--- src/lsuDefs_defs.svh ---
`ifndef LSU_DEFS_SVH
`define LSU_DEFS_SVH

// Store queue slots, must be a power of two
`define SQ_ENTRIES 8
// Issue buffer slots and the sender's starting credits
`define ISSUE_DEPTH 4
`define SQN_BITS 6

`endif

--- src/lsuPkg.sv ---
`include "lsuDefs_defs.svh"

package lsuPkg;

    // Instruction order and store slot order share this width
    typedef logic [`SQN_BITS-1:0] SqNum;

    // Word address, byte offset already dropped
    typedef logic [29:0] MemAddr;
    typedef logic [31:0] MemWord;
    typedef logic [3:0] ByteMask;

    // True when a comes before b, modulo the sequence number range
    function automatic logic isOlder(SqNum a, SqNum b);
        SqNum diff;
        diff = a - b;
        return diff[`SQN_BITS-1];
    endfunction

endpackage

--- src/loadResult.sv ---
`timescale 1ns/100ps

module loadResult import lsuPkg::*; (
    input  logic    clk,
    input  logic    rst,
    input  logic    loadIssued,
    input  SqNum    loadSqN,
    input  MemWord  fwdData,
    input  ByteMask fwdMask,
    input  MemWord  rData,
    input  logic    branchTaken,
    input  SqNum    branchSqN,
    output logic    resultValid,
    output SqNum    resultSqN,
    output MemWord  resultData
);
    logic s1Valid;
    logic s2Valid;
    SqNum s1SqN;
    SqNum s2SqN;

    always_ff @(posedge clk) begin
        if (rst) begin
            s1Valid <= 1'b0;
            s2Valid <= 1'b0;
        end else begin
            s1Valid <= loadIssued && !(branchTaken && isOlder(branchSqN, loadSqN));
            s2Valid <= s1Valid && !(branchTaken && isOlder(branchSqN, s1SqN));
        end
    end

    always_ff @(posedge clk) begin
        s1SqN <= loadSqN;
        s2SqN <= s1SqN;
    end

    assign resultValid = s2Valid;
    assign resultSqN = s2SqN;

    // Forwarded store bytes override the SRAM word
    always_comb begin
        for (int b = 0; b < 4; b++)
            resultData[8*b +: 8] = fwdMask[b] ? fwdData[8*b +: 8] : rData[8*b +: 8];
    end

endmodule

--- config.mk ---
export PLATFORM = sky130hd
export DESIGN_NAME = loadResult
export DESIGN_NICKNAME = d
export VERILOG_FILES = /design/src/lsuPkg.sv /design/src/loadResult.sv
export VERILOG_INCLUDE_DIRS = /design/src
export SDC_FILE = /design/constraint.sdc
export NUM_CORES = 1
export LEC_CHECK = 0
export CAP_MARGIN = 20
export CORE_MARGIN = 8
export CORE_UTILIZATION = 56
export CTS_BUF_LIST = sky130_fd_sc_hd__clkbuf_8
export DETAILED_ROUTE_END_ITERATION = 10
export DONT_BUFFER_PORTS = 1
export PLACE_DENSITY = 0.71
export SLEW_MARGIN = 20
export SYNTH_ARGS = -nofsm -noshare
export SYNTH_HDL_FRONTEND = slang
export SYNTH_SLANG_ARGS = --single-unit
--- constraint.sdc ---
create_clock -name clk -period 1.88 [get_ports clk]
set_input_delay 0.282 -clock clk [delete_from_list [all_inputs] [get_ports clk]]
set_output_delay 0.282 -clock clk [all_outputs]
set_load 0.1 [all_outputs]
==> tab_implementation.tex <==
\begin{tabular}{lr}
\hline
Metric & Value \\
\hline
\multicolumn{2}{l}{\textbf{Detailed routing}} \\
\quad Detailed-router iteration count before antenna repair & 4 \\
\quad Vias per Instance & 6.175 \\
\quad Detailed router's first-iteration violation count & 8 \\
\quad Wirelength, routed & 2880 µm \\
\quad Number of vias in the routed layout & 704 \\
\quad Average detailed-routed wire length per instance & 25.26 µm \\
\quad Number of routed nets with antenna violations & 0 \\
\quad DRC Markers & 0 \\
\multicolumn{2}{l}{\textbf{Timing}} \\
\quad RSZ-0062 raised after global routing & false \\
\quad Number of setup violations in the final report & 0 \\
\quad Final Hold Vio Count & 0 \\
\quad Worst slew margin & 64.06\% \\
\quad Total count of max-transition violations in the final report & 0 \\
\quad Tcrit/Tclk final & 77.58\% \\
\quad Max Clk Rate & 685.6 MHz \\
\quad Minimum period implied by the final worst setup slack & 1459 ps \\
\quad Setup TNS & 0 ps \\
\quad Worst Tran Pin Value & 541.4 ps \\
\quad Final clock skew & 2.102 ps \\
\multicolumn{2}{l}{\textbf{Setup path}} \\
\quad Critical path data required time & 2060 ps \\
\quad Worst setup path startpoint & s1SqN[2] \\
\quad Endpoint arrival time on the critical path & 1630 ps \\
\quad Cells along the critical path & inv\_1 -> ha\_1 -> a21o\_1 -> a31oi\_1 -> or3b\_1 -> a41oi\_2 \\
\quad Type of the worst setup path & flip-flop to flip-flop \\
\quad Top fanout value on the critical path & 2 \\
\quad Startpoint kind of the worst setup timing path & flip-flop \\
\quad Max stage delay cell, worst path & or3b\_1 \\
\quad Type of element capturing the critical path & flip-flop \\
\quad Launching point of the worst reg2reg path & s1SqN[2] \\
\quad Slowest Stage Delay on Critical Path & 390 ps \\
\multicolumn{2}{l}{\textbf{Floorplan}} \\
\quad Row cnt & 15 \\
\quad Vertical extent of the die & 57.26 µm \\
\quad Floorplan die area & 0.003279 mm² \\
\quad Number of primary I/O pins & 123 \\
\quad Initial standard-cell utilization of the core & 57.08\% \\
\quad Area of the core region & 0.001670 mm² \\
\quad Floorplan die width & 57.26 µm \\
\multicolumn{2}{l}{\textbf{GRT}} \\
\quad Aggregate global-route resource usage & 17.25\% \\
\quad Antenna violations before repair & 0 \\
\quad Wire length of the first global-routing pass & 4374 µm \\
\quad Number of global-route vias before repair & 884 \\
\quad Pin count of the biggest net entering global routing & 9 \\
\quad Global route total overflow & 0 \\
\multicolumn{2}{l}{\textbf{Outcome}} \\
\quad Run status & completed \\
\multicolumn{2}{l}{\textbf{CTS}} \\
\quad Number of clock buffers inserted by TritonCTS & 3 \\
\quad Clock-pin slew reported for the worst setup and hold paths after clock tree synthesis & 60 ps \\
\quad Clk Latency, worst-skew pair & 240 ps \\
\quad Count of instances resized after the clock tree is built & 0 \\
\quad Number of clock sinks & 14 \\
\quad Buffer count from post-CTS setup fixing & 0 \\
\quad Clock tree from TritonCTS & built \\
\quad Buffer type at the clock tree root & clkbuf\_8 \\
\quad H-tree levels & 1 \\
\quad Cts hold-fix bufs & 0 \\
\quad Buffer depth of the longest clock path & 2 \\
\multicolumn{2}{l}{\textbf{Yosys}} \\
\quad Synthesis Warnings & 0 \\
\quad Part of the Yosys area used for sequential elements & 29.40\% \\
\quad Post-Synthesis Cell Area & 953.4 µm² \\
\quad Unique masters post-synth & 14 \\
\quad Average size of a mapped cell & 10.59 µm² \\
\quad Post-synthesis cell count & 90 \\
\quad Number of synthesized register bits & 14 \\
\quad Post-Syn Nets & 182 \\
\multicolumn{2}{l}{\textbf{Placed design}} \\
\quad Post-DP HPWL & 2647 µm \\
\quad RePlAce Congestion & 0.7480 \\
\quad Port Buffer Count & 0 \\
\quad Cell area reported after detailed placement & 0.001012 mm² \\
\multicolumn{2}{l}{\textbf{Pwr}} \\
\quad Total Power & 1.216 mW \\
\quad PD cells & 1139 mW/mm² \\
\quad Leakage power & 0.4805 nW \\
\quad Largest voltage drop on the vdd net & 0.7099 mV \\
\multicolumn{2}{l}{\textbf{Hold path}} \\
\quad Hold Crit Class & input pin to flip-flop \\
\quad Worst min-delay path startpoint & loadSqN[0] \\
\multicolumn{2}{l}{\textbf{Final layout}} \\
\quad Final std cell area, no fill & 0.001067 mm² \\
\quad Fill cells & 140 \\
\quad Ant diodes & 0 \\
\quad Leading cell type in the layout, fill and taps excluded & mux2\_2 \\
\quad Commonest cells after routing, fill and taps aside & mux2\_2 (32), dfxtp\_1 (14), inv\_1 (8), ha\_1 (8), buf\_4 (7) \\
\quad Fraction of layout instances using a drive strength above 1 & 46.39\% \\
\quad \# nets final & 190 \\
\quad Area added between synthesis and finish & 11.94\% \\
\quad Final Core Density & 63.90\% \\
\multicolumn{2}{l}{\textbf{Job}} \\
\quad Maximum Capacitance Violations & 0 \\
\hline
\end{tabular}
-- final cells by class --
type | count | area (µm²) | share of cell area (%)
Multi-Input combinational cell | 64 | 628.1 | 58.85
Clock buffer | 4 | 55.05 | 5.158
Tap cell | 17 | 21.27 | 1.993
Timing Repair Buffer | 7 | 52.55 | 4.924
Inverter | 8 | 30.03 | 2.814
Sequential cell | 14 | 280.3 | 26.26
-- Yosys cell counts --
library cell	instances	share of area [%]
inv_1	8	3.1
nor2_1	2	0.79
or3b_1	2	1.8
o21ai_0	2	1.0
nand2_1	4	1.6
a41oi_2	2	3.4
xnor2_1	2	1.8
dfxtp_1	14	29
ha_1	8	10
clkbuf_1	4	1.6
a31oi_1	2	1.3
nand2b_1	4	2.6
mux2_2	32	38
a21o_1	4	3.1
-- critical path, delay by kind of cell (launching register included) --
| kind | cells | cell delay, ps |
|---|---|---|
| adders and majority gates | 1 | 290 |
| and+or+nand+nor | 1 | 390 |
| AOI/OAI and AO/OA | 3 | 350 |
| DFF | 1 | 320 |
| buffers and inverters | 1 | 40 |
-- registers in the layout (all words and copies together) (netlist names) --
name,cells
s1SqN,6
s1Valid,1
resultValid,1
resultSqN,6
-- stage by stage --
stage / hold slack [ps] / instances / worst slack, ps
finish: 57.94 / 114 / 421.5
global route: 43.83 / 114 / 332.0
CTS: 53.05 / 114 / 416.9
detailed placement: 309.8 / 110 / 450.2
global placement: 309.8 / 110 / 490.7
floorplan: 309.7 / 90 / 459.7
-- cells by family after synthesis --
kind of cell               count (synthesis)  share of synthesized area, %
muxes                                     32                         37.80
DFF                                       14                         29.40
buffers and inverters                     12                         4.724
and+or+nand+nor                           12                         6.824
AOI/OAI and AO/OA                         10                         8.924
adders and majority gates                  8                         10.50
xor gates and xnor gates                   2                         1.838
-- path summary, 6_finish.rpt --
kind / to / cells past startpoint / slack, ps
max: resultValid / 6 / 420
max reg2reg: resultValid / 6 / 420
min reg2reg: resultSqN[2] / 0 / 350
min: s1SqN[0] / 0 / 60
-- routing by layer --
layer,vias to the layer above,track usage (%),share of wire [%]
li1,329,-,-
met1,305,15.46,32
met2,60,29.63,54
met3,10,10.31,11
met4,0,9.286,3.0
met5,-,0,0
-- power breakdown --
part	switching (mW)	internal, mW	total [mW]
sequential	0.00553	0.313	0.319
clock	0.105	0.185	0.290
combinational	0.514	0.0928	0.607
total	0.625	0.591	1.22
Power figures use the tool's default switching activity.
