$ cat src/lsuDefs_defs.svh
`ifndef LSU_DEFS_SVH
`define LSU_DEFS_SVH

// Store queue slots, must be a power of two
`define SQ_ENTRIES 8
// Issue buffer slots and the sender's starting credits
`define ISSUE_DEPTH 4
`define SQN_BITS 6

`endif

$ cat src/lsuPkg.sv
`include "lsuDefs_defs.svh"

package lsuPkg;

    // Instruction order and store slot order share this width
    typedef logic [`SQN_BITS-1:0] SqNum;

    // Word address, byte offset already dropped
    typedef logic [29:0] MemAddr;
    typedef logic [31:0] MemWord;
    typedef logic [3:0] ByteMask;

    // True when a comes before b, modulo the sequence number range
    function automatic logic isOlder(SqNum a, SqNum b);
        SqNum diff;
        diff = a - b;
        return diff[`SQN_BITS-1];
    endfunction

endpackage

$ cat src/opIssue.sv
`timescale 1ns/100ps
`include "lsuDefs_defs.svh"

module opIssue import lsuPkg::*; (
    input  logic    clk,
    input  logic    rst,
    input  logic    opValid,
    input  logic    opIsLoad,
    input  MemAddr  opAddr,
    input  MemWord  opData,
    input  ByteMask opMask,
    input  SqNum    opSqN,
    input  SqNum    opStoreSqN,
    input  logic    branchTaken,
    input  SqNum    branchSqN,
    input  SqNum    maxStoreSqN,
    output logic    creditReturn,
    output logic    issueValid,
    output logic    issueIsLoad,
    output MemAddr  issueAddr,
    output MemWord  issueData,
    output ByteMask issueMask,
    output SqNum    issueSqN,
    output SqNum    issueStoreSqN
);
    localparam int PTR_BITS = $clog2(`ISSUE_DEPTH);
    localparam int CNT_BITS = $clog2(`ISSUE_DEPTH + 1);

    logic    bufIsLoad   [`ISSUE_DEPTH];
    MemAddr  bufAddr     [`ISSUE_DEPTH];
    MemWord  bufData     [`ISSUE_DEPTH];
    ByteMask bufMask     [`ISSUE_DEPTH];
    SqNum    bufSqN      [`ISSUE_DEPTH];
    SqNum    bufStoreSqN [`ISSUE_DEPTH];

    logic [PTR_BITS-1:0] headPtr;
    logic [PTR_BITS-1:0] pushPtr;
    logic [CNT_BITS-1:0] count;
    logic [CNT_BITS-1:0] killCount;
    // Credits owed to the sender, returned one per cycle
    logic [CNT_BITS-1:0] pending;
    logic headKill;
    logic storeStall;
    logic pushKeep;
    logic pushDrop;

    assign issueIsLoad = bufIsLoad[headPtr];
    assign issueAddr = bufAddr[headPtr];
    assign issueData = bufData[headPtr];
    assign issueMask = bufMask[headPtr];
    assign issueSqN = bufSqN[headPtr];
    assign issueStoreSqN = bufStoreSqN[headPtr];

    assign headKill = branchTaken && isOlder(branchSqN, bufSqN[headPtr]);
    // Store waits until its queue slot exists
    assign storeStall = !bufIsLoad[headPtr] && isOlder(maxStoreSqN, bufStoreSqN[headPtr]);
    assign issueValid = (count != '0) && !storeStall && !headKill;

    assign pushKeep = opValid && !(branchTaken && isOlder(branchSqN, opSqN));
    assign pushDrop = opValid && !pushKeep;
    assign creditReturn = (pending != '0);

    // Younger ops always sit at the tail, so a squash just shortens the buffer
    always_comb begin
        killCount = '0;
        if (branchTaken) begin
            for (int i = 0; i < `ISSUE_DEPTH; i++) begin
                if (i < int'(count) && isOlder(branchSqN, bufSqN[headPtr + PTR_BITS'(i)]))
                    killCount = killCount + 1'b1;
            end
        end
        pushPtr = headPtr + PTR_BITS'(count - killCount);
    end

    always_ff @(posedge clk) begin
        if (rst) begin
            headPtr <= '0;
            count <= '0;
            pending <= '0;
        end else begin
            headPtr <= headPtr + PTR_BITS'(issueValid);
            count <= count - CNT_BITS'(issueValid) - killCount + CNT_BITS'(pushKeep);
            pending <= pending - CNT_BITS'(creditReturn) + CNT_BITS'(issueValid)
                       + killCount + CNT_BITS'(pushDrop);
        end
    end

    always_ff @(posedge clk) begin
        if (pushKeep) begin
            bufIsLoad[pushPtr] <= opIsLoad;
            bufAddr[pushPtr] <= opAddr;
            bufData[pushPtr] <= opData;
            bufMask[pushPtr] <= opMask;
            bufSqN[pushPtr] <= opSqN;
            bufStoreSqN[pushPtr] <= opStoreSqN;
        end
    end

    // Sender credit count must keep the buffer from overflowing
    assert property (@(posedge clk) disable iff (rst)
        opValid |-> count < CNT_BITS'(`ISSUE_DEPTH))
        else $error("opIssue: op sent into a full buffer");

endmodule

$ cat config.mk
export PLATFORM = sky130hd
export DESIGN_NAME = opIssue
export DESIGN_NICKNAME = d
export VERILOG_FILES = /design/src/lsuPkg.sv /design/src/opIssue.sv
export VERILOG_INCLUDE_DIRS = /design/src
export SDC_FILE = /design/constraint.sdc
export NUM_CORES = 1
export LEC_CHECK = 0
export ABC_CLOCK_PERIOD_IN_PS = 10050
export BUFFER_PORTS_ARGS = -buffer_cell sky130_fd_sc_hd__buf_2
export CORE_MARGIN = 2
export CORE_UTILIZATION = 50
export CTS_BUF_LIST = sky130_fd_sc_hd__clkbuf_16
export DETAILED_ROUTE_END_ITERATION = 12
export GPL_ROUTABILITY_DRIVEN = 0
export HOLD_SLACK_MARGIN = 0.1
export PLACE_DENSITY = 0.71
export SETUP_SLACK_MARGIN = 0.02
export SLEW_MARGIN = 20
export SYNTH_ARGS = -nofsm -noshare
export SYNTH_HDL_FRONTEND = slang
export SYNTH_SLANG_ARGS = --single-unit
$ cat constraint.sdc
create_clock -name clk -period 10.05 [get_ports clk]
set_clock_uncertainty 0.15 [all_clocks]
set_input_delay 1.005 -clock clk [delete_from_list [all_inputs] [get_ports clk]]
set_output_delay 1.005 -clock clk [all_outputs]
set_load 0.01 [all_outputs]
==> flow_metrics.tcl <==
set metrics [dict create \
    fillers 1993 \
    worst_slew_pin_slew_ps 904.1 \
    setup_violations 0 \
    port_buffers 175 \
    netlist_top_cells_count "edfxtp_1, mux4_2, ha_1" \
    cts_resized 0 \
    worstPathArrival_ps 7500 \
    syn_to_final_growth_pct 17.20 \
    fp.dieH_um 168.7 \
    crit_path_end_kind "flip-flop" \
    run_status "complete, no violations" \
    finalSetupTns_ps 0 \
    clk_pin_slew_ps 60 \
    routed-via-count 6967 \
    synthMostInstantiatedCell "edfxtp_1" \
    clock_latency_ps 500 \
    antenna_found_initial 6 \
    routed_wl_um 25580 \
    hold_depth 1 \
    critPathLaunchType "flip-flop" \
    rows 60 \
    grt_max_degree 55 \
    hold_end "bufAddr[0][21]$_DFFE_PP_" \
    critPathMaxFanout 54 \
    grt_pass1_wl_um 39670 \
    cts_buffers 34 \
    grt_pass1_vias 7150 \
    h-tree-depth 2 \
    dp_hpwl_um 16530 \
    postCtsHoldBufs 0 \
    post_cts_buffers 0 \
    grt_usage 0.1830 \
    initial_utilization 0.5063 \
    final_hold_viol_count 0 \
    synth_cells 705 \
    drc 0 \
    core_area_um2 26800 \
    cts_tree "done" \
    min_period_over_period 0.7462 \
    syn_area_um2 13570 \
    hold_path_class "input port to flip-flop" \
    synth_nets 840 \
    final_nets 1029 \
    synthTopCellsByArea "edfxtp_1, mux4_2, ha_1" \
    die_w_um 168.7 \
    first_pass_iters 5 \
    ys.warnings.count 0 \
    vias_per_cell 5.521 \
    worst_r2r_path_depth 20 \
    ys_ff_latch 324 \
    clock_sinks 324 \
    ys_types 52 \
    grt-ovfl-total 0 \
    drive_above_1_share 0.3591 \
    min_period_ps 7500 \
    ioPinCount 176 \
    relSlewSlack 0.3972 \
    dieArea_um2 28470 \
    synth_edf_count 316 \
    rrSetupSlack_ps 2550 \
    cap_viol_max_count 0 \
    synth_top_cell_by_area "edfxtp_1" \
    wire_per_inst_um 20.27 \
    antenna_left 0 \
    max_freq_mhz 133.3 \
    hp-start "opAddr[21]" \
    crit_type "flip-flop to flip-flop" \
    synth_ff_type "edfxtp_1" \
    slew_viol_final 0 \
    synth_area_per_cell_um2 19.25 \
    cp.required_ps 10050 \
    async_flop_share 0 \
    synth.top_cell.area_share 0.6993 \
    drt_iter0_drc 401 \
    r2r_end "bufMask[2][1]$_DFFE_PP_" \
    synth_seq_area_share 0.7111 \
    rsz0062_at_grt "no" \
    r2r-start "headPtr[1]$_SDFF_PP0_" \
    clock-root-buffer "clkbuf_16" \
    clockBufferDepth 3 \
]
-- placed cells by master, fill, tap and decap left out, drive strengths merged, types with 12 or more instances in the layout --
cell type / netlist / routed
a21oi: 18 / 18
buf: 16 / 181
clkbuf: 12 / 35
clkinv: 1 / 12
edfxtp: 316 / 316
ha: 36 / 36
inv: 34 / 46
mux2i: 20 / 20
mux4: 80 / 80
nand2: 33 / 33
nor2: 17 / 17
xnor2: 13 / 13
-- flip-flops by register name (all words and copies together) (netlist names) --
name / flops
headPtr: 2
bufSqN: 24
pending: 3
bufIsLoad: 4
count: 3
bufAddr: 120
bufStoreSqN: 24
bufData: 128
bufMask: 16
-- per-stage QoR --
| step | utilization | area (µm²) | std cells | hold WS, ps | worst slack, ps |
|---|---|---|---|---|---|
| 2_1_floorplan | - | 13570 | 705 | 419.9 | 2673 |
| 3_5_place_dp | 0.5533 | 14830 | 1199 | 549.6 | 2573 |
| 6_report | 0.5934 | 15900 | 1262 | 561.1 | 2550 |
| 3_3_place_gp | 0.5533 | 14830 | 1199 | 543.3 | 2731 |
| 4_1_cts | 0.5932 | 15900 | 1260 | 543.5 | 2525 |
| 5_1_grt | 0.5934 | 15900 | 1262 | 539.5 | 2020 |
-- worst max-delay path, stage by stage (launching register included) --
cell and delay, ps:
dfxtp_4 780, buf_4 740, mux2_2 430, mux2i_1 150, ha_1 280, a41oi_1 210, o21ai_0 130, or4b_1 540
nand2_1 400, xnor2_1 160, nor2b_1 220, ha_1 270, inv_1 70, ha_1 150, xor2_1 250, xor2_1 460
nand2_1 140, nor3_1 200, mux2i_1 140, nand2_4 610, buf_4 500
-- cell families after synthesis --
kind of cell,synth area share
compound gates,0.02868
xor+xnor,0.01475
fa+ha+maj,0.03910
buf+inv,0.01890
flops,0.7111
mux,0.1570
simple gates,0.03043
-- worst max path at each step --
stage | startpoint | to | depth (start not counted) | slack (ps)
detailed placement | headPtr[1]$_SDFF_PP0_ | bufStoreSqN[2][5]$_DFFE_PP_ | 20 | 2570
CTS | headPtr[1]$_SDFF_PP0_ | bufMask[2][1]$_DFFE_PP_ | 20 | 2530
floorplan | headPtr[0]$_SDFF_PP0_ | bufAddr[2][0]$_DFFE_PP_ | 26 | 2670
global placement | headPtr[1]$_SDFF_PP0_ | bufAddr[2][27]$_DFFE_PP_ | 20 | 2730
finish | headPtr[1]$_SDFF_PP0_ | bufMask[2][1]$_DFFE_PP_ | 20 | 2550
global route | headPtr[1]$_SDFF_PP0_ | bufAddr[2][26]$_DFFE_PP_ | 20 | 2020
-- cell type report --
type                    instances  area (µm²)  share of cell area
flip-flops and latches        324        9657              0.6072
multi-input cells             318        3694              0.2323
repair buffers                181       920.9             0.05791
clock buffers                  35       875.8             0.05507
well taps                     341       426.7             0.02683
clock inverters                26       192.7             0.01212
inverters                      35       131.4            0.008261
diodes                          2       5.005           0.0003147
-- metal layers --
metal,track usage,up-vias,wire length [µm]
met3,0.06009,36,2155
met4,0.04648,8,332
met1,0.2516,3498,10940
li1,-,3215,-
met2,0.2865,210,12100
met5,0,-,51
Power is not shown: default switching activity piles up to over one toggle a cycle in this logic, so the estimate is an artifact.
