==> src/lsuDefs_defs.svh <==
`ifndef LSU_DEFS_SVH
`define LSU_DEFS_SVH

// Store queue slots, must be a power of two
`define SQ_ENTRIES 8
// Issue buffer slots and the sender's starting credits
`define ISSUE_DEPTH 4
`define SQN_BITS 6

`endif

==> src/lsuPkg.sv <==
`include "lsuDefs_defs.svh"

package lsuPkg;

    // Instruction order and store slot order share this width
    typedef logic [`SQN_BITS-1:0] SqNum;

    // Word address, byte offset already dropped
    typedef logic [29:0] MemAddr;
    typedef logic [31:0] MemWord;
    typedef logic [3:0] ByteMask;

    // True when a comes before b, modulo the sequence number range
    function automatic logic isOlder(SqNum a, SqNum b);
        SqNum diff;
        diff = a - b;
        return diff[`SQN_BITS-1];
    endfunction

endpackage

==> src/storeQueue.sv <==
`timescale 1ns/100ps
`include "lsuDefs_defs.svh"

module storeQueue import lsuPkg::*; (
    input  logic    clk,
    input  logic    rst,
    input  logic    issueValid,
    input  logic    issueIsLoad,
    input  MemAddr  issueAddr,
    input  MemWord  issueData,
    input  ByteMask issueMask,
    input  SqNum    issueSqN,
    input  SqNum    issueStoreSqN,
    input  SqNum    curSqN,
    input  logic    branchTaken,
    input  SqNum    branchSqN,
    // storeSqN of the last store older than the branch
    input  SqNum    branchStoreSqN,
    output SqNum    maxStoreSqN,
    output logic    memEn,
    output logic    memWe,
    output MemAddr  memAddr,
    output MemWord  memWData,
    output ByteMask memMask,
    output MemWord  fwdData,
    output ByteMask fwdMask,
    output logic    loadIssued,
    output SqNum    loadSqN
);
    localparam int IDX_BITS = $clog2(`SQ_ENTRIES);

    logic    entryValid [`SQ_ENTRIES];
    SqNum    entrySqN   [`SQ_ENTRIES];
    MemAddr  entryAddr  [`SQ_ENTRIES];
    MemWord  entryData  [`SQ_ENTRIES];
    ByteMask entryMask  [`SQ_ENTRIES];

    // storeSqN of the oldest live store
    SqNum baseIndex;
    logic [IDX_BITS-1:0] headSlot;
    logic [IDX_BITS-1:0] storeSlot;
    logic loadReq;
    logic storeIn;
    logic drain;

    // Lookup stage runs alongside the SRAM array read
    MemAddr  lkAddr;
    SqNum    lkSqN;
    MemWord  scanData;
    ByteMask scanMask;

    assign headSlot = baseIndex[IDX_BITS-1:0];
    assign storeSlot = issueStoreSqN[IDX_BITS-1:0];
    assign maxStoreSqN = baseIndex + SqNum'(`SQ_ENTRIES - 1);

    assign loadReq = issueValid && issueIsLoad;
    assign storeIn = issueValid && !issueIsLoad;
    // Loads take the port before a committed store
    assign drain = !loadReq && entryValid[headSlot] && isOlder(entrySqN[headSlot], curSqN);

    assign memEn = loadReq || drain;
    assign memWe = drain;
    assign memAddr = loadReq ? issueAddr : entryAddr[headSlot];
    assign memWData = entryData[headSlot];
    assign memMask = entryMask[headSlot];

    assign loadIssued = loadReq;
    assign loadSqN = issueSqN;

    always_comb begin
        logic [IDX_BITS-1:0] slot;
        scanData = '0;
        scanMask = '0;
        // Walk oldest to newest so the newest store wins each byte
        for (int k = 0; k < `SQ_ENTRIES; k++) begin
            slot = headSlot + IDX_BITS'(k);
            if (entryValid[slot] && entryAddr[slot] == lkAddr
                    && isOlder(entrySqN[slot], lkSqN)) begin
                for (int b = 0; b < 4; b++) begin
                    if (entryMask[slot][b])
                        scanData[8*b +: 8] = entryData[slot][8*b +: 8];
                end
                scanMask = scanMask | entryMask[slot];
            end
        end
    end

    always_ff @(posedge clk) begin
        if (rst) begin
            baseIndex <= '0;
            for (int i = 0; i < `SQ_ENTRIES; i++)
                entryValid[i] <= 1'b0;
        end else begin
            if (branchTaken) begin
                for (int i = 0; i < `SQ_ENTRIES; i++) begin
                    if (isOlder(branchSqN, entrySqN[i]))
                        entryValid[i] <= 1'b0;
                end
            end
            // Entry leaves at the same edge the SRAM takes its bytes
            if (drain) begin
                entryValid[headSlot] <= 1'b0;
                baseIndex <= baseIndex + 1'b1;
            end
            if (storeIn)
                entryValid[storeSlot] <= 1'b1;
        end
    end

    always_ff @(posedge clk) begin
        if (storeIn) begin
            entrySqN[storeSlot] <= issueSqN;
            entryAddr[storeSlot] <= issueAddr;
            entryData[storeSlot] <= issueData;
            entryMask[storeSlot] <= issueMask;
        end
        lkAddr <= issueAddr;
        lkSqN <= issueSqN;
        fwdData <= scanData;
        fwdMask <= scanMask;
    end

    // Issue holds stores back until their slot has drained
    assert property (@(posedge clk) disable iff (rst) storeIn |-> !entryValid[storeSlot])
        else $error("storeQueue: store enqueued into a live slot");

    // Commit never passes an unresolved branch
    assert property (@(posedge clk) disable iff (rst)
        branchTaken |-> !isOlder(branchStoreSqN + 1'b1, baseIndex))
        else $error("storeQueue: branch squashes an already drained store");

endmodule

==> config.mk <==
export PLATFORM = sky130hd
export DESIGN_NAME = storeQueue
export DESIGN_NICKNAME = d
export VERILOG_FILES = /design/src/lsuPkg.sv /design/src/storeQueue.sv
export VERILOG_INCLUDE_DIRS = /design/src
export SDC_FILE = /design/constraint.sdc
export NUM_CORES = 2
export LEC_CHECK = 0
export ABC_AREA = 1
export BUFFER_PORTS_ARGS = -buffer_cell sky130_fd_sc_hd__buf_2
export CELL_PAD_IN_SITES_DETAIL_PLACEMENT = 0
export CELL_PAD_IN_SITES_GLOBAL_PLACEMENT = 2
export CORE_MARGIN = 4
export CORE_UTILIZATION = 36
export CTS_CLUSTER_SIZE = 8
export DETAILED_ROUTE_END_ITERATION = 8
export PLACE_DENSITY_LB_ADDON = 0.1
export SKIP_CTS_REPAIR_TIMING = 1
export SYNTH_ARGS = -nofsm -noshare
export SYNTH_HDL_FRONTEND = slang
export SYNTH_SLANG_ARGS = --single-unit
==> constraint.sdc <==
create_clock -name clk -period 7.6 [get_ports clk]
set_clock_uncertainty 0.2 [all_clocks]
set_input_delay 0 -clock clk [delete_from_list [all_inputs] [get_ports clk]]
set_output_delay 0 -clock clk [all_outputs]
set_load 0.005 [all_outputs]
==> run_summary.xml <==
<?xml version="1.0" encoding="UTF-8"?>
<metrics>
  <group name="worst_hold_path">
    <metric name="worst_hold_path_type" unit="">in -&gt; reg</metric>
  </group>
  <group name="synthesis">
    <metric name="postSynthCellCount" unit="">7852</metric>
    <metric name="postSynthRegisterBits" unit="">665</metric>
    <metric name="synthesis.area" unit="mm²">0.0530</metric>
    <metric name="ys_types" unit="">56</metric>
    <metric name="mappedNetlistNets" unit="">8028</metric>
    <metric name="postSynth.topFlopCell" unit="">sky130_fd_sc_hd__edfxtp_1</metric>
    <metric name="yosys_warnings" unit="">0</metric>
    <metric name="seq_area_frac_synth" unit="">0.360</metric>
    <metric name="synth_enable_flop_cells" unit="">576</metric>
    <metric name="post-synth-top-area-cell" unit="">sky130_fd_sc_hd__edfxtp_1</metric>
    <metric name="synthTopCellsByArea" unit="">sky130_fd_sc_hd__edfxtp_1 (33%), sky130_fd_sc_hd__nand2_1 (19%), sky130_fd_sc_hd__nand3_1 (9.8%), sky130_fd_sc_hd__o21ai_0 (9.6%), sky130_fd_sc_hd__inv_1 (3.9%)</metric>
    <metric name="syn_avg_cell_area" unit="µm²">6.75</metric>
    <metric name="synth.top_cell.area_share" unit="">0.326</metric>
    <metric name="postSynth.asyncResetShare" unit="">0</metric>
  </group>
  <group name="drt">
    <metric name="num_vias" unit="">55400</metric>
    <metric name="wl_per_cell" unit="µm">24.5</metric>
    <metric name="first_iter_violations" unit="">6133</metric>
    <metric name="finalWirelength" unit="µm">242000</metric>
    <metric name="post_drt_via_cell_ratio" unit="">5.62</metric>
    <metric name="drc_errors" unit="">0</metric>
    <metric name="ant_nets" unit="">0</metric>
    <metric name="router_iterations_before_antenna_repair" unit="">8</metric>
  </group>
  <group name="global_route">
    <metric name="first_global_vias" unit="">49100</metric>
    <metric name="grt_first_pass_wirelength" unit="µm">342000</metric>
    <metric name="antenna_found_initial" unit="">15</metric>
    <metric name="groute.usage.overall" unit="">0.302</metric>
    <metric name="grt.overflow.total" unit="">0</metric>
    <metric name="grt_start_max_net_pins" unit="">223</metric>
  </group>
  <group name="sta">
    <metric name="finalSetupViolations" unit="">0</metric>
    <metric name="timing.slew.headroom" unit="">0.149</metric>
    <metric name="hold-worst-slack" unit="ps">-33.5</metric>
    <metric name="worst-slew-pin-transition" unit="ps">1260</metric>
    <metric name="max_freq" unit="MHz">165</metric>
    <metric name="unrepaired_setup_endpoints_after_global_routing" unit="">false</metric>
    <metric name="tns" unit="ps">0</metric>
    <metric name="finalCriticalPeriod" unit="ps">6050</metric>
    <metric name="timing.final.hold_violations" unit="">34</metric>
    <metric name="layout_worst_path_cycle_share" unit="">0.796</metric>
    <metric name="slew_violations" unit="">0</metric>
  </group>
  <group name="floorplan">
    <metric name="die_width" unit="µm">392</metric>
    <metric name="boundaryPins" unit="">218</metric>
    <metric name="std_cell_core_area" unit="mm²">0.146</metric>
    <metric name="start_util" unit="">0.363</metric>
    <metric name="std_cell_rows" unit="">140</metric>
    <metric name="die_height" unit="µm">392</metric>
    <metric name="dieArea" unit="mm²">0.154</metric>
  </group>
  <group name="final_layout">
    <metric name="n_fill_cell" unit="">15500</metric>
    <metric name="design_area" unit="mm²">0.0592</metric>
    <metric name="final_cell_mix" unit="">sky130_fd_sc_hd__nand2_1 (2638), sky130_fd_sc_hd__nand3_1 (1035), sky130_fd_sc_hd__o21ai_0 (1012), sky130_fd_sc_hd__edfxtp_1 (576), sky130_fd_sc_hd__inv_1 (547)</metric>
    <metric name="multiInputGateArea" unit="mm²">0.0293</metric>
    <metric name="drive_above_1_share" unit="">0.0625</metric>
    <metric name="regArea" unit="mm²">0.0191</metric>
    <metric name="mostFrequentLayoutCell" unit="">sky130_fd_sc_hd__nand2_1</metric>
    <metric name="post-route-util" unit="">0.405</metric>
    <metric name="flow.area_growth_from_synthesis" unit="%">11.7</metric>
    <metric name="final_nets" unit="">8032</metric>
  </group>
  <group name="critical_path">
    <metric name="path_max_fanout" unit="">111</metric>
    <metric name="r2r_end" unit="">fwdData[6]</metric>
    <metric name="cp_num_buf_inv" unit="">4</metric>
    <metric name="worstSetupEndpoint" unit="">fwdData[6]</metric>
    <metric name="critical_path_required" unit="ps">8030</metric>
    <metric name="timing.critical_path.slowest_stage_cell" unit="">sky130_fd_sc_hd__nor2_2</metric>
    <metric name="criticalPathCategory" unit="">reg -&gt; reg</metric>
    <metric name="r2r_start" unit="">baseIndex[1]</metric>
    <metric name="cp-end-kind" unit="">register</metric>
    <metric name="cp_common_cell" unit="">sky130_fd_sc_hd__nand2_1</metric>
    <metric name="cp_peak_stage_delay" unit="ps">820</metric>
    <metric name="cp-startpoint" unit="">baseIndex[1]</metric>
    <metric name="worstSetupStartpointType" unit="">register</metric>
    <metric name="crit_path_cell_chain" unit="">inv_8 &gt; ha_4 &gt; inv_8 &gt; buf_4 &gt; nand3_1 &gt; nand3_1 &gt; nand2_1 &gt; xor2_1 &gt; nand2_1 &gt; nor2_1 &gt; nand3_1 &gt; nor2_1 &gt; nand3_2 &gt; nor2_2 &gt; nand2_1 &gt; nand2_1 &gt; inv_1 &gt; nand2_1 &gt; nand2_1 &gt; nand2_1</metric>
    <metric name="rrSetupSlack" unit="ps">1550</metric>
    <metric name="critical-path-top-delay-family" unit="">simple AND/OR/NAND/NOR gates</metric>
    <metric name="worstRegToRegCells" unit="">20</metric>
    <metric name="crit_cells" unit="">20</metric>
    <metric name="crit_arrival" unit="ps">6490</metric>
  </group>
  <group name="place">
    <metric name="placed_cell_area" unit="mm²">0.0548</metric>
    <metric name="portbufs" unit="">208</metric>
    <metric name="finalWeightedCongestion" unit="">1.02</metric>
    <metric name="place.detailed.hpwl" unit="µm">157000</metric>
  </group>
  <group name="status">
    <metric name="run_status" unit="">complete, but fails checks</metric>
    <metric name="violations" unit="">negative hold slack</metric>
  </group>
  <group name="clock_tree">
    <metric name="worst_skew_pair.late_latency" unit="ps">720</metric>
    <metric name="max-clock-path-buffers" unit="">3</metric>
    <metric name="htree_num_levels" unit="">3</metric>
    <metric name="clock_pin_slew_worst_setup_and_hold_paths" unit="ps">50</metric>
    <metric name="cts_tree" unit="">done</metric>
    <metric name="cts.sink_count" unit="">665</metric>
    <metric name="tritoncts.num_buffers" unit="">96</metric>
    <metric name="cell_chosen_for_the_clock_root" unit="">sky130_fd_sc_hd__clkbuf_16</metric>
  </group>
  <group name="pwr">
    <metric name="power_frac_clock" unit="">0.391</metric>
    <metric name="ir_worst_vdd" unit="mV">0.152</metric>
    <metric name="comb_power_share" unit="">0.226</metric>
    <metric name="cellInternalPower" unit="µW">7110</metric>
    <metric name="powerDensity" unit="mW/mm²">181</metric>
    <metric name="power.net_switching" unit="µW">3630</metric>
    <metric name="sw_frac_of_total" unit="">0.338</metric>
    <metric name="totalPowerFinal" unit="µW">10700</metric>
    <metric name="cellLeakagePower" unit="µW">0.0251</metric>
    <metric name="p_seq_frac" unit="">0.384</metric>
  </group>
  <group name="job">
    <metric name="max-cap-violations" unit="">0</metric>
  </group>
</metrics>
synthesized netlist by cell type (all sizes together) (20+ instances only):
| cell type | number |
|---|---|
| o211ai | 156 |
| nor2 | 426 |
| o21ai | 1090 |
| nand2 | 2638 |
| nand4 | 97 |
| mux2i | 124 |
| a21oi | 185 |
| nand3 | 1049 |
| edfxtp | 576 |
| buf | 314 |
| xor2 | 54 |
| inv | 562 |
| dfxtp | 89 |
| clkbuf | 227 |
| a211oi | 20 |
| ha | 75 |
| a31oi | 68 |
power by group through the flow:
| stage | clock, µW | sequential (µW) | combinational [µW] |
|---|---|---|---|
| final | 4190 | 4120 | 2420 |
| after global routing | 4430 | 4120 | 2620 |
| after CTS | 4270 | 4110 | 2300 |
| after floorplan | 0 | 4160 | 1430 |
| after detailed placement | 0 | 4190 | 2290 |
| after global placement | 0 | 4190 | 2280 |
per-layer routing:
metal	share of wire	vias to the layer above	wire length, µm	track usage
met3	0.087	268	21100	0.0527
met1	0.47	26300	113000	0.449
met4	0.018	4	4340	0.0627
li1	-	26600	-	-
met5	0.000095	-	23	0
met2	0.43	2267	103000	0.457
registers in the layout (all words and copies together) (netlist names), 6 cells and up, named ones only:
register    flops
lkSqN           6
entryData     256
entryMask      32
lkAddr         30
entrySqN       48
baseIndex       6
entryValid      8
fwdData        32
entryAddr     240
metrics by stage:
step	std cells	hold slack [ps]	setup slack, ps
after floorplan	7852	-172	1480
after global placement	9516	21.7	1670
after detailed placement	9516	30.8	1640
after CTS	9696	-738	1620
after global routing	9856	0.448	1100
final	9862	-33.5	1550
cell type report:
class / instances / share of cell area
antenna: 7 / 0.000296
sequential: 665 / 0.323
tap: 1917 / 0.0405
inverter: 578 / 0.0376
clock buffer: 169 / 0.0461
clock inverter: 11 / 0.00167
multi-input combinational: 6068 / 0.494
timing repair buffer: 447 / 0.0575
kinds of logic after synthesis:
family / share of synthesized area
AO/OA/AOI/OAI: 0.159
adder cells (fa/ha/maj): 0.0177
buffers and inverters: 0.0901
flip-flops: 0.360
XOR/XNOR: 0.0114
multiplexers: 0.0234
AND/OR/NAND/NOR: 0.338
how the worst min path moves through the flow:
stage | from | end | slack, ps | depth (start not counted)
after floorplan | issueAddr[0] | lkAddr[0] | -170 | 0
final | issueAddr[28] | entryAddr[4][28] | -30 | 2
after CTS | issueAddr[4] | lkAddr[4] | -740 | 1
after global placement | issueAddr[14] | lkAddr[14] | 20 | 1
after detailed placement | issueAddr[14] | lkAddr[14] | 30 | 1
after global routing | issueAddr[27] | entryAddr[0][27] | 0.4 | 2
Note: power is estimated with default switching activity, not from simulation.
